===== src/verif/program.hex =====
// One instruction word per line, word address 0 upward
// Bits 31..28 opcode (0 NOP, 1 SETC, 2 LOOP, 3 JMP, 4 HALT), bits 15..0 immediate
00000000
00000000
10000003
00000000
2000000C
30000020
00000000
00000000
30000028
00000000
30000030
00000000
30000038
00000000
30000040
00000000
30000048
00000000
30000050
00000000
30000058
00000000
30000060
00000000
10000002
30000070
00000000
00000000
20000064
40000000
00000000
00000000


===== src/hw/fetch_pkg.sv =====
package fetch_pkg;

    // Datapath widths
    localparam int PC_WIDTH    = 32;
    localparam int INSTR_WIDTH = 32;
    localparam int IMM_WIDTH   = 16;

    // BTB geometry
    localparam int BTB_DEPTH       = 8;
    localparam int BTB_INDEX_WIDTH = 3;

    // Program ROM, word addressed from PC bits 7 to 2
    localparam int    ROM_DEPTH      = 64;
    localparam int    ROM_ADDR_WIDTH = 6;
    localparam int    ROM_ADDR_LSB   = 2;
    localparam string ROM_FILE       = "/design/src/verif/program.hex";

    localparam logic [PC_WIDTH-1:0] RESET_PC = 32'h0000_0000;
    localparam logic [PC_WIDTH-1:0] PC_STEP  = 32'd4;

    // Instruction fields
    localparam int OPCODE_MSB = 31;
    localparam int OPCODE_LSB = 28;
    localparam int IMM_MSB    = 15;
    localparam int IMM_LSB    = 0;

    typedef enum logic [3:0] {
        OP_NOP  = 4'h0,
        OP_SETC = 4'h1, // Counter <= imm
        OP_LOOP = 4'h2, // Counter--, taken to imm while non-zero
        OP_JMP  = 4'h3, // Always taken to imm
        OP_HALT = 4'h4
    } opcode_t;

    typedef enum logic {
        FETCH_RUN  = 1'b0,
        FETCH_HALT = 1'b1
    } fetch_state_t;

endpackage


===== src/hw/branch_target_buffer.sv =====
`timescale 1ns/1ps

module branch_target_buffer
    import fetch_pkg::*;
(
    input  logic                clk,
    input  logic                reset,
    input  logic [PC_WIDTH-1:0] lookup_pc,
    input  logic                btb_update,
    input  logic [PC_WIDTH-1:0] btb_update_pc,
    input  logic [PC_WIDTH-1:0] btb_update_target,
    output logic [PC_WIDTH-1:0] lookup_target,
    output logic                lookup_hit,
    output logic                btb_first
);

    // Entry storage, fully associative
    logic                       entry_valid  [BTB_DEPTH];
    logic [PC_WIDTH-1:0]        entry_pc     [BTB_DEPTH];
    logic [PC_WIDTH-1:0]        entry_target [BTB_DEPTH];
    logic [BTB_INDEX_WIDTH-1:0] next_insert; // Round-robin victim

    logic                       rd_match;
    logic [BTB_INDEX_WIDTH-1:0] rd_index;
    logic                       wr_match;
    logic [BTB_INDEX_WIDTH-1:0] wr_index;

    // Returns {found, index}; scanning downward leaves the lowest match
    function automatic logic [BTB_INDEX_WIDTH:0] match_entry(
        input logic [PC_WIDTH-1:0] key
    );
        logic [BTB_INDEX_WIDTH:0] result;
        result = '0;
        for (int i = BTB_DEPTH - 1; i >= 0; i--) begin
            if (entry_valid[i] && (entry_pc[i] == key)) begin
                result = {1'b1, BTB_INDEX_WIDTH'(i)};
            end
        end
        return result;
    endfunction

    always_comb begin
        {rd_match, rd_index} = match_entry(lookup_pc);
        {wr_match, wr_index} = match_entry(btb_update_pc);
    end

    // Lookup port
    always_comb begin
        lookup_hit = rd_match;
        if (rd_match) begin
            lookup_target = entry_target[rd_index];
        end else begin
            lookup_target = lookup_pc + PC_STEP; // Fall through on a miss
        end
    end

    // Valid bits, insert pointer and the new-entry strobe
    always_ff @(posedge clk) begin
        if (!reset) begin
            for (int i = 0; i < BTB_DEPTH; i++) begin
                entry_valid[i] <= 1'b0;
            end
            next_insert <= '0;
            btb_first   <= 1'b0;
        end else begin
            btb_first <= 1'b0;
            if (btb_update && !wr_match) begin
                entry_valid[next_insert] <= 1'b1;
                btb_first                <= 1'b1;
                if (next_insert == BTB_INDEX_WIDTH'(BTB_DEPTH - 1)) begin
                    next_insert <= '0;
                end else begin
                    next_insert <= next_insert + 1'b1;
                end
            end
        end
    end

    // Tag and target storage
    always_ff @(posedge clk) begin
        if (btb_update) begin
            if (wr_match) begin
                entry_target[wr_index] <= btb_update_target; // Retarget only
            end else begin
                entry_pc[next_insert]     <= btb_update_pc;
                entry_target[next_insert] <= btb_update_target;
            end
        end
    end

endmodule


===== src/hw/instr_rom.sv =====
`timescale 1ns/1ps

module instr_rom
    import fetch_pkg::*;
(
    input  logic [ROM_ADDR_WIDTH-1:0] rom_addr,
    output logic [INSTR_WIDTH-1:0]    rom_data
);

    logic [INSTR_WIDTH-1:0] mem [ROM_DEPTH];

    // Words past the end of the image read as NOP
    initial begin
        for (int i = 0; i < ROM_DEPTH; i++) begin
            mem[i] = '0;
        end
        $readmemh(ROM_FILE, mem);
    end

    assign rom_data = mem[rom_addr]; // Asynchronous read

endmodule


===== src/hw/fetch_stage.sv =====
`timescale 1ns/1ps

module fetch_stage
    import fetch_pkg::*;
(
    input  logic                   clk,
    input  logic                   reset,
    input  logic [PC_WIDTH-1:0]    lookup_target,
    input  logic [INSTR_WIDTH-1:0] rom_data,
    input  logic                   redirect,
    input  logic [PC_WIDTH-1:0]    redirect_pc,
    input  logic                   halt_req,
    output logic [PC_WIDTH-1:0]    fetch_pc,
    output logic                   ex_valid,
    output logic [PC_WIDTH-1:0]    ex_pc,
    output logic [INSTR_WIDTH-1:0] ex_instr,
    output logic [PC_WIDTH-1:0]    ex_pred_pc
);

    fetch_state_t        state;
    logic [PC_WIDTH-1:0] pc;

    assign fetch_pc = pc;

    // PC and run/halt control
    always_ff @(posedge clk) begin
        if (!reset) begin
            state    <= FETCH_RUN;
            pc       <= RESET_PC;
            ex_valid <= 1'b0;
        end else begin
            case (state)
                FETCH_RUN: begin
                    if (halt_req) begin
                        state    <= FETCH_HALT; // Freeze, drop the fetched word
                        ex_valid <= 1'b0;
                    end else if (redirect) begin
                        pc       <= redirect_pc;
                        ex_valid <= 1'b0; // One bubble
                    end else begin
                        pc       <= lookup_target; // Predicted next PC
                        ex_valid <= 1'b1;
                    end
                end
                default: begin
                    ex_valid <= 1'b0; // Stays halted until reset
                end
            endcase
        end
    end

    // Fetch-to-execute payload, qualified by ex_valid
    always_ff @(posedge clk) begin
        ex_pc      <= pc;
        ex_instr   <= rom_data;
        ex_pred_pc <= lookup_target;
    end

endmodule


===== src/hw/execute_stage.sv =====
`timescale 1ns/1ps

module execute_stage
    import fetch_pkg::*;
(
    input  logic                   clk,
    input  logic                   reset,
    input  logic                   ex_valid,
    input  logic [PC_WIDTH-1:0]    ex_pc,
    input  logic [INSTR_WIDTH-1:0] ex_instr,
    input  logic [PC_WIDTH-1:0]    ex_pred_pc,
    input  logic                   btb_first,
    output logic                   redirect,
    output logic [PC_WIDTH-1:0]    redirect_pc,
    output logic                   halt_req,
    output logic                   btb_update,
    output logic [PC_WIDTH-1:0]    btb_update_pc,
    output logic [PC_WIDTH-1:0]    btb_update_target,
    output logic                   retire_valid,
    output logic [PC_WIDTH-1:0]    retire_pc,
    output logic                   retire_mispredict,
    output logic                   retire_btb_new,
    output logic                   halted
);

    opcode_t              opcode;
    logic [IMM_WIDTH-1:0] imm;
    logic [IMM_WIDTH-1:0] loop_count;
    logic [IMM_WIDTH-1:0] count_dec;
    logic                 taken;
    logic                 is_halt;
    logic [PC_WIDTH-1:0]  actual_pc;

    assign opcode    = opcode_t'(ex_instr[OPCODE_MSB:OPCODE_LSB]);
    assign imm       = ex_instr[IMM_MSB:IMM_LSB];
    assign count_dec = loop_count - 1'b1;

    // Branch resolution
    always_comb begin
        taken   = 1'b0;
        is_halt = 1'b0;
        case (opcode)
            OP_LOOP: taken   = (count_dec != '0);
            OP_JMP:  taken   = 1'b1;
            OP_HALT: is_halt = 1'b1;
            default: ;                              // NOP, SETC and unknown codes
        endcase
        actual_pc = taken ? PC_WIDTH'(imm) : ex_pc + PC_STEP;
    end

    // A HALT never redirects, whatever was predicted after it
    assign redirect    = ex_valid && !is_halt && (actual_pc != ex_pred_pc);
    assign redirect_pc = actual_pc;
    assign halt_req    = ex_valid && is_halt;

    // Only taken branches train the BTB
    assign btb_update        = ex_valid && taken;
    assign btb_update_pc     = ex_pc;
    assign btb_update_target = actual_pc;

    // Loop counter
    always_ff @(posedge clk) begin
        if (!reset) begin
            loop_count <= '0;
        end else if (ex_valid) begin
            if (opcode == OP_SETC) begin
                loop_count <= imm;
            end else if (opcode == OP_LOOP) begin
                loop_count <= count_dec;
            end
        end
    end

    // Retire report, one cycle behind execute
    always_ff @(posedge clk) begin
        if (!reset) begin
            retire_valid      <= 1'b0;
            retire_pc         <= '0;
            retire_mispredict <= 1'b0;
            halted            <= 1'b0;
        end else begin
            retire_valid      <= ex_valid;
            retire_pc         <= ex_pc;
            retire_mispredict <= redirect;
            if (halt_req) begin
                halted <= 1'b1; // Sticky until reset
            end
        end
    end

    // BTB registers its flag at the same edge as retire_valid
    assign retire_btb_new = btb_first;

endmodule


===== src/hw/branch_frontend_top.sv =====
`timescale 1ns/1ps

module branch_frontend_top
    import fetch_pkg::*;
(
    input  logic                clk,
    input  logic                reset,
    output logic                retire_valid,
    output logic [PC_WIDTH-1:0] retire_pc,
    output logic                retire_mispredict,
    output logic                retire_btb_new,
    output logic                halted
);

    logic [PC_WIDTH-1:0]    fetch_pc;
    logic [PC_WIDTH-1:0]    lookup_target;
    logic [INSTR_WIDTH-1:0] rom_data;
    logic                   ex_valid;
    logic [PC_WIDTH-1:0]    ex_pc;
    logic [INSTR_WIDTH-1:0] ex_instr;
    logic [PC_WIDTH-1:0]    ex_pred_pc;
    logic                   redirect;
    logic [PC_WIDTH-1:0]    redirect_pc;
    logic                   halt_req;
    logic                   btb_update;
    logic [PC_WIDTH-1:0]    btb_update_pc;
    logic [PC_WIDTH-1:0]    btb_update_target;
    logic                   btb_first;

    fetch_stage fetch_i (
        .clk           (clk),
        .reset         (reset),
        .lookup_target (lookup_target),
        .rom_data      (rom_data),
        .redirect      (redirect),
        .redirect_pc   (redirect_pc),
        .halt_req      (halt_req),
        .fetch_pc      (fetch_pc),
        .ex_valid      (ex_valid),
        .ex_pc         (ex_pc),
        .ex_instr      (ex_instr),
        .ex_pred_pc    (ex_pred_pc)
    );

    instr_rom rom_i (
        .rom_addr (fetch_pc[ROM_ADDR_LSB+ROM_ADDR_WIDTH-1:ROM_ADDR_LSB]),
        .rom_data (rom_data)
    );

    // Hit flag is folded into the target, fetch does not need it
    branch_target_buffer btb_i (
        .clk               (clk),
        .reset             (reset),
        .lookup_pc         (fetch_pc),
        .btb_update        (btb_update),
        .btb_update_pc     (btb_update_pc),
        .btb_update_target (btb_update_target),
        .lookup_target     (lookup_target),
        .lookup_hit        (),
        .btb_first         (btb_first)
    );

    execute_stage execute_i (
        .clk               (clk),
        .reset             (reset),
        .ex_valid          (ex_valid),
        .ex_pc             (ex_pc),
        .ex_instr          (ex_instr),
        .ex_pred_pc        (ex_pred_pc),
        .btb_first         (btb_first),
        .redirect          (redirect),
        .redirect_pc       (redirect_pc),
        .halt_req          (halt_req),
        .btb_update        (btb_update),
        .btb_update_pc     (btb_update_pc),
        .btb_update_target (btb_update_target),
        .retire_valid      (retire_valid),
        .retire_pc         (retire_pc),
        .retire_mispredict (retire_mispredict),
        .retire_btb_new    (retire_btb_new),
        .halted            (halted)
    );

endmodule


===== config.mk =====
export PLATFORM = sky130hd
export DESIGN_NAME = branch_frontend_top
export DESIGN_NICKNAME = d
export VERILOG_FILES = /design/src/hw/fetch_pkg.sv /design/src/hw/branch_target_buffer.sv /design/src/hw/instr_rom.sv /design/src/hw/fetch_stage.sv /design/src/hw/execute_stage.sv /design/src/hw/branch_frontend_top.sv
export SDC_FILE = /design/constraint.sdc
export NUM_CORES = 1
export LEC_CHECK = 0
export BUFFER_PORTS_ARGS = -buffer_cell sky130_fd_sc_hd__buf_2
export CAP_MARGIN = 20
export CORE_MARGIN = 2
export CORE_UTILIZATION = 29
export DETAILED_ROUTE_END_ITERATION = 16
export SLEW_MARGIN = 0
export SYNTH_ARGS = -nofsm -noshare
export SYNTH_HDL_FRONTEND = slang
export SYNTH_SLANG_ARGS = --single-unit

===== constraint.sdc =====
create_clock -name clk -period 8.75 [get_ports clk]
set_input_delay 1.75 -clock clk [delete_from_list [all_inputs] [get_ports clk]]
set_output_delay 1.75 -clock clk [all_outputs]
set_load 0.05 [all_outputs]

==> metrics.sh <==
DRT-PASS1-ITER-COUNT=4
H-TREE-DEPTH=4
NUMCLOCKSINKS=129
HOLD-WORST-SLACK_NS=0.372
FLOORPLAN.DIE_AREA_UM2=20900
COUNT_OF_FLIP_FLOPS_WITH_A_BUILT_IN_ENABLE_AFTER_SYNTHESIS=0
TIMING_WORST_SLEW_PIN_VALUE_NS=0.970
TOTALWIRELENGTH_MM=13.5
EFFECTIVE_UTILIZATION_AT_FLOORPLAN=0.295
TIMING.FINAL.CRIT_SHARE=0.510
CTS.CLK_SLEW.WORST_PATHS_NS=0.06
MAXCLOCKFREQUENCY_GHz=0.224
DP.FINAL_HPWL_MM=9.49
CORE-AREA_UM2=19400
CTS-RESIZED-GATES=0
GRT_MAX_DEGREE=52
GRT_USE_MET2=0.218
DIODES=0
HOLD_VIO_CNT_FINAL=0
SEQCELLAREA_UM2=2580
CLOCK_LATENCY_OF_THE_LATER_CLOCKED_REGISTER_IN_THE_WORST_SKEW_PAIR_NS=0.43
POST_ROUTE_CELLS_DRIVE_ABOVE_1_SHARE=0.166
DRT_DRC_VIOLATIONS_LEFT=0
SLEW_HEADROOM=0.353
MULTI_INPUT_COMB_AREA_UM2=2830
CTS-BUFFERS-INSERTED=17
ROOT_BUFFER='sky130_fd_sc_hd__clkbuf_16'
SYN_AREA_UM2=5720
TIMING_MAX_TRANSITION_VIOLATIONS_FINAL=0
NUMPLACEDINSTANCES=838
VIAS=4112
GRT-BUSIEST-LAYER='met2'
SYNTHTOLAYOUTAREAGROWTH_PCT=16.0
CATEGORY_OF_THE_CRITICAL_SETUP_TIMING_PATH='flop to flop'
NUMBER_OF_PLACEMENT_ROWS=51
POST_SYNTH_INST_COUNT=573
CHIPHEIGHT_UM=144
NUMPORTBUFFERS=35
SUM_OF_OVERFLOW_ACROSS_ALL_LAYERS_AFTER_GLOBAL_ROUTING=0
FINAL.SETUP.WORST_SLACK_NS=4.28
FINAL_CELL_MIX='129 x sky130_fd_sc_hd__dfxtp_1, 58 x sky130_fd_sc_hd__xnor2_1, 35 x sky130_fd_sc_hd__buf_2'
CRIT_FANOUT=18
POST_CTS_HOLD_BUFFER_COUNT=0
WORST_MIN_DELAY_PATH_CLASS='flop to flop'
USE_MET3=0.0364
GRT_PASS1_WL_MM=21.9
SYNTH-SEQ-CELLS=129
DRT.ANTENNA.VIOLATING_NETS=0
STATUS='complete, no violations'
DIE_WIDTH_UM=144
YS_DOMINANT_REG_CELL='sky130_fd_sc_hd__dfxtp_1'
TRITONCTS='done'
GPL_WTD_CONG=0.840
FIN_WORST_SKEW_NS=0.0123
WORST_SETUP_PATH_START_KIND='flop'
CTS_SETUP_BUFFERS=0
SYNTH_ASYNC_SR_FLOP_SHARE=0
CP.ARRIVAL_NS=4.72
IR_DROP_uV=128
GRT_PASS1_VIAS=4033
ENDPOINT_KIND='flop'
GROUTE.USAGE.OVERALL=0.139
GRT_SETUP_UNREPAIRED='no'
YOSYSSEQAREASHARE=0.451
FIN_TOTAL_PWR_mW=1.55
VIA_PER_INST=4.73
AVGSYNTHCELLAREA_UM2=9.98
SYNTHDISTINCTLIBCELLS=70
DP_WORST_SETUP_SLACK_NS=4.32
FINAL_NETS=596
FIN_SETUP_TNS_NS=0
ROUTED_WIRE_PER_STD_CELL_UM=15.5
DESIGN.PORTCOUNT=38
YOSYS_WARNINGS=0
PERIOD_NEEDED_NS=4.47
POWER_DENSITY_nW_PER_UM2=234
ANTENNA_FOUND_INITIAL=0
CTS-ROOT-TO-SINK-BUFFERS=2
MOSTFREQUENTLAYOUTCELL='sky130_fd_sc_hd__dfxtp_1'
DRV_CAP=0
GRTUSAGEMET1=0.182
WORST_EP_REQUIRED_TIME_NS=9.01
FINAL_CELLS=869
FILLERS=1988
SETUP_VIOL_COUNT_FINAL=0
POWER.LEAKAGE_nW=2.63
INITIALDRTVIOLATIONCOUNT=274
## area by class of cell
cell class | count | area share
Clock inverter | 12 | 0.0202
Inverter | 25 | 0.0141
Multi-Input combinational cell | 380 | 0.427
Tap cell | 265 | 0.0500
Sequential cell | 129 | 0.389
Timing Repair Buffer | 39 | 0.0315
Clock buffer | 19 | 0.0683
## power by group
part | switching [mW] | internal, mW
sequential | 0.0466 | 0.631
clock | 0.265 | 0.433
combinational | 0.109 | 0.0683
## cell families after synthesis
family / synth area share
simple gates: 0.202
compound gates: 0.149
fa+ha+maj: 0.00437
flops: 0.451
mux: 0.00547
xor+xnor: 0.132
other cells: 0.000656
buf+inv: 0.0545
## worst paths after layout
path                                            from                   end  slack, ns  cells past startpoint
worst max register to register      fetch_i.ex_pc[2]  fetch_i.fetch_pc[23]       4.28                      9
worst max-delay path                fetch_i.ex_pc[2]  fetch_i.fetch_pc[23]       4.28                      9
worst min-delay path            fetch_i.fetch_pc[22]     fetch_i.ex_pc[22]       0.37                      0
worst min register to register  fetch_i.fetch_pc[22]     fetch_i.ex_pc[22]       0.37                      0
## state kept, by name, indices dropped and copies added, names as in the netlist
register,flops
fetch_i.ex_valid,1
execute_i.retire_valid,1
fetch_i.ex_pred_pc,30
fetch_i.fetch_pc,32
fetch_i.ex_pc,32
execute_i.retire_mispredict,1
execute_i.retire_pc,32
## critical path, cell delays in order, from the launching register on
cell                       delay [ns]
sky130_fd_sc_hd__dfxtp_1         0.45
sky130_fd_sc_hd__ha_1            0.29
sky130_fd_sc_hd__nand4_1         0.42
sky130_fd_sc_hd__or4_4           0.72
sky130_fd_sc_hd__xor2_2          0.18
sky130_fd_sc_hd__o211ai_1        0.11
sky130_fd_sc_hd__a2111o_1        0.45
sky130_fd_sc_hd__or4_1           0.94
sky130_fd_sc_hd__o21ai_4         0.58
sky130_fd_sc_hd__a211oi_1        0.15
## synth_stat cells, drive strengths merged, types with 4 or more instances
master	number	area share
clkbuf	17	0.011
nand2b	7	0.0077
and2	30	0.033
o211a	17	0.030
nor2b	4	0.0044
xnor2	58	0.089
xor2	25	0.040
nand4	18	0.021
and4	4	0.0061
o211ai	22	0.038
nor3	10	0.0096
and3	10	0.011
buf	23	0.027
nor2	24	0.016
nor3b	4	0.0052
nor4	9	0.015
nand3	27	0.027
nand2	27	0.018
or4	5	0.0072
dfxtp	129	0.45
a211oi	23	0.031
inv	25	0.016
## stage by stage
stage / util / area [um2]
global route: 0.342 / 6630
floorplan: - / 5720
finish: 0.342 / 6630
detailed placement: 0.312 / 6050
global placement: 0.311 / 6040
CTS: 0.342 / 6630
## routing by layer
layer	up-vias	share of wire	wire (um)
li1	2071	-	-
met1	1949	0.47	6320
met2	78	0.47	6350
met3	14	0.045	610
met4	0	0.017	226
met5	-	0	0
Power figures use the tool's default switching activity.
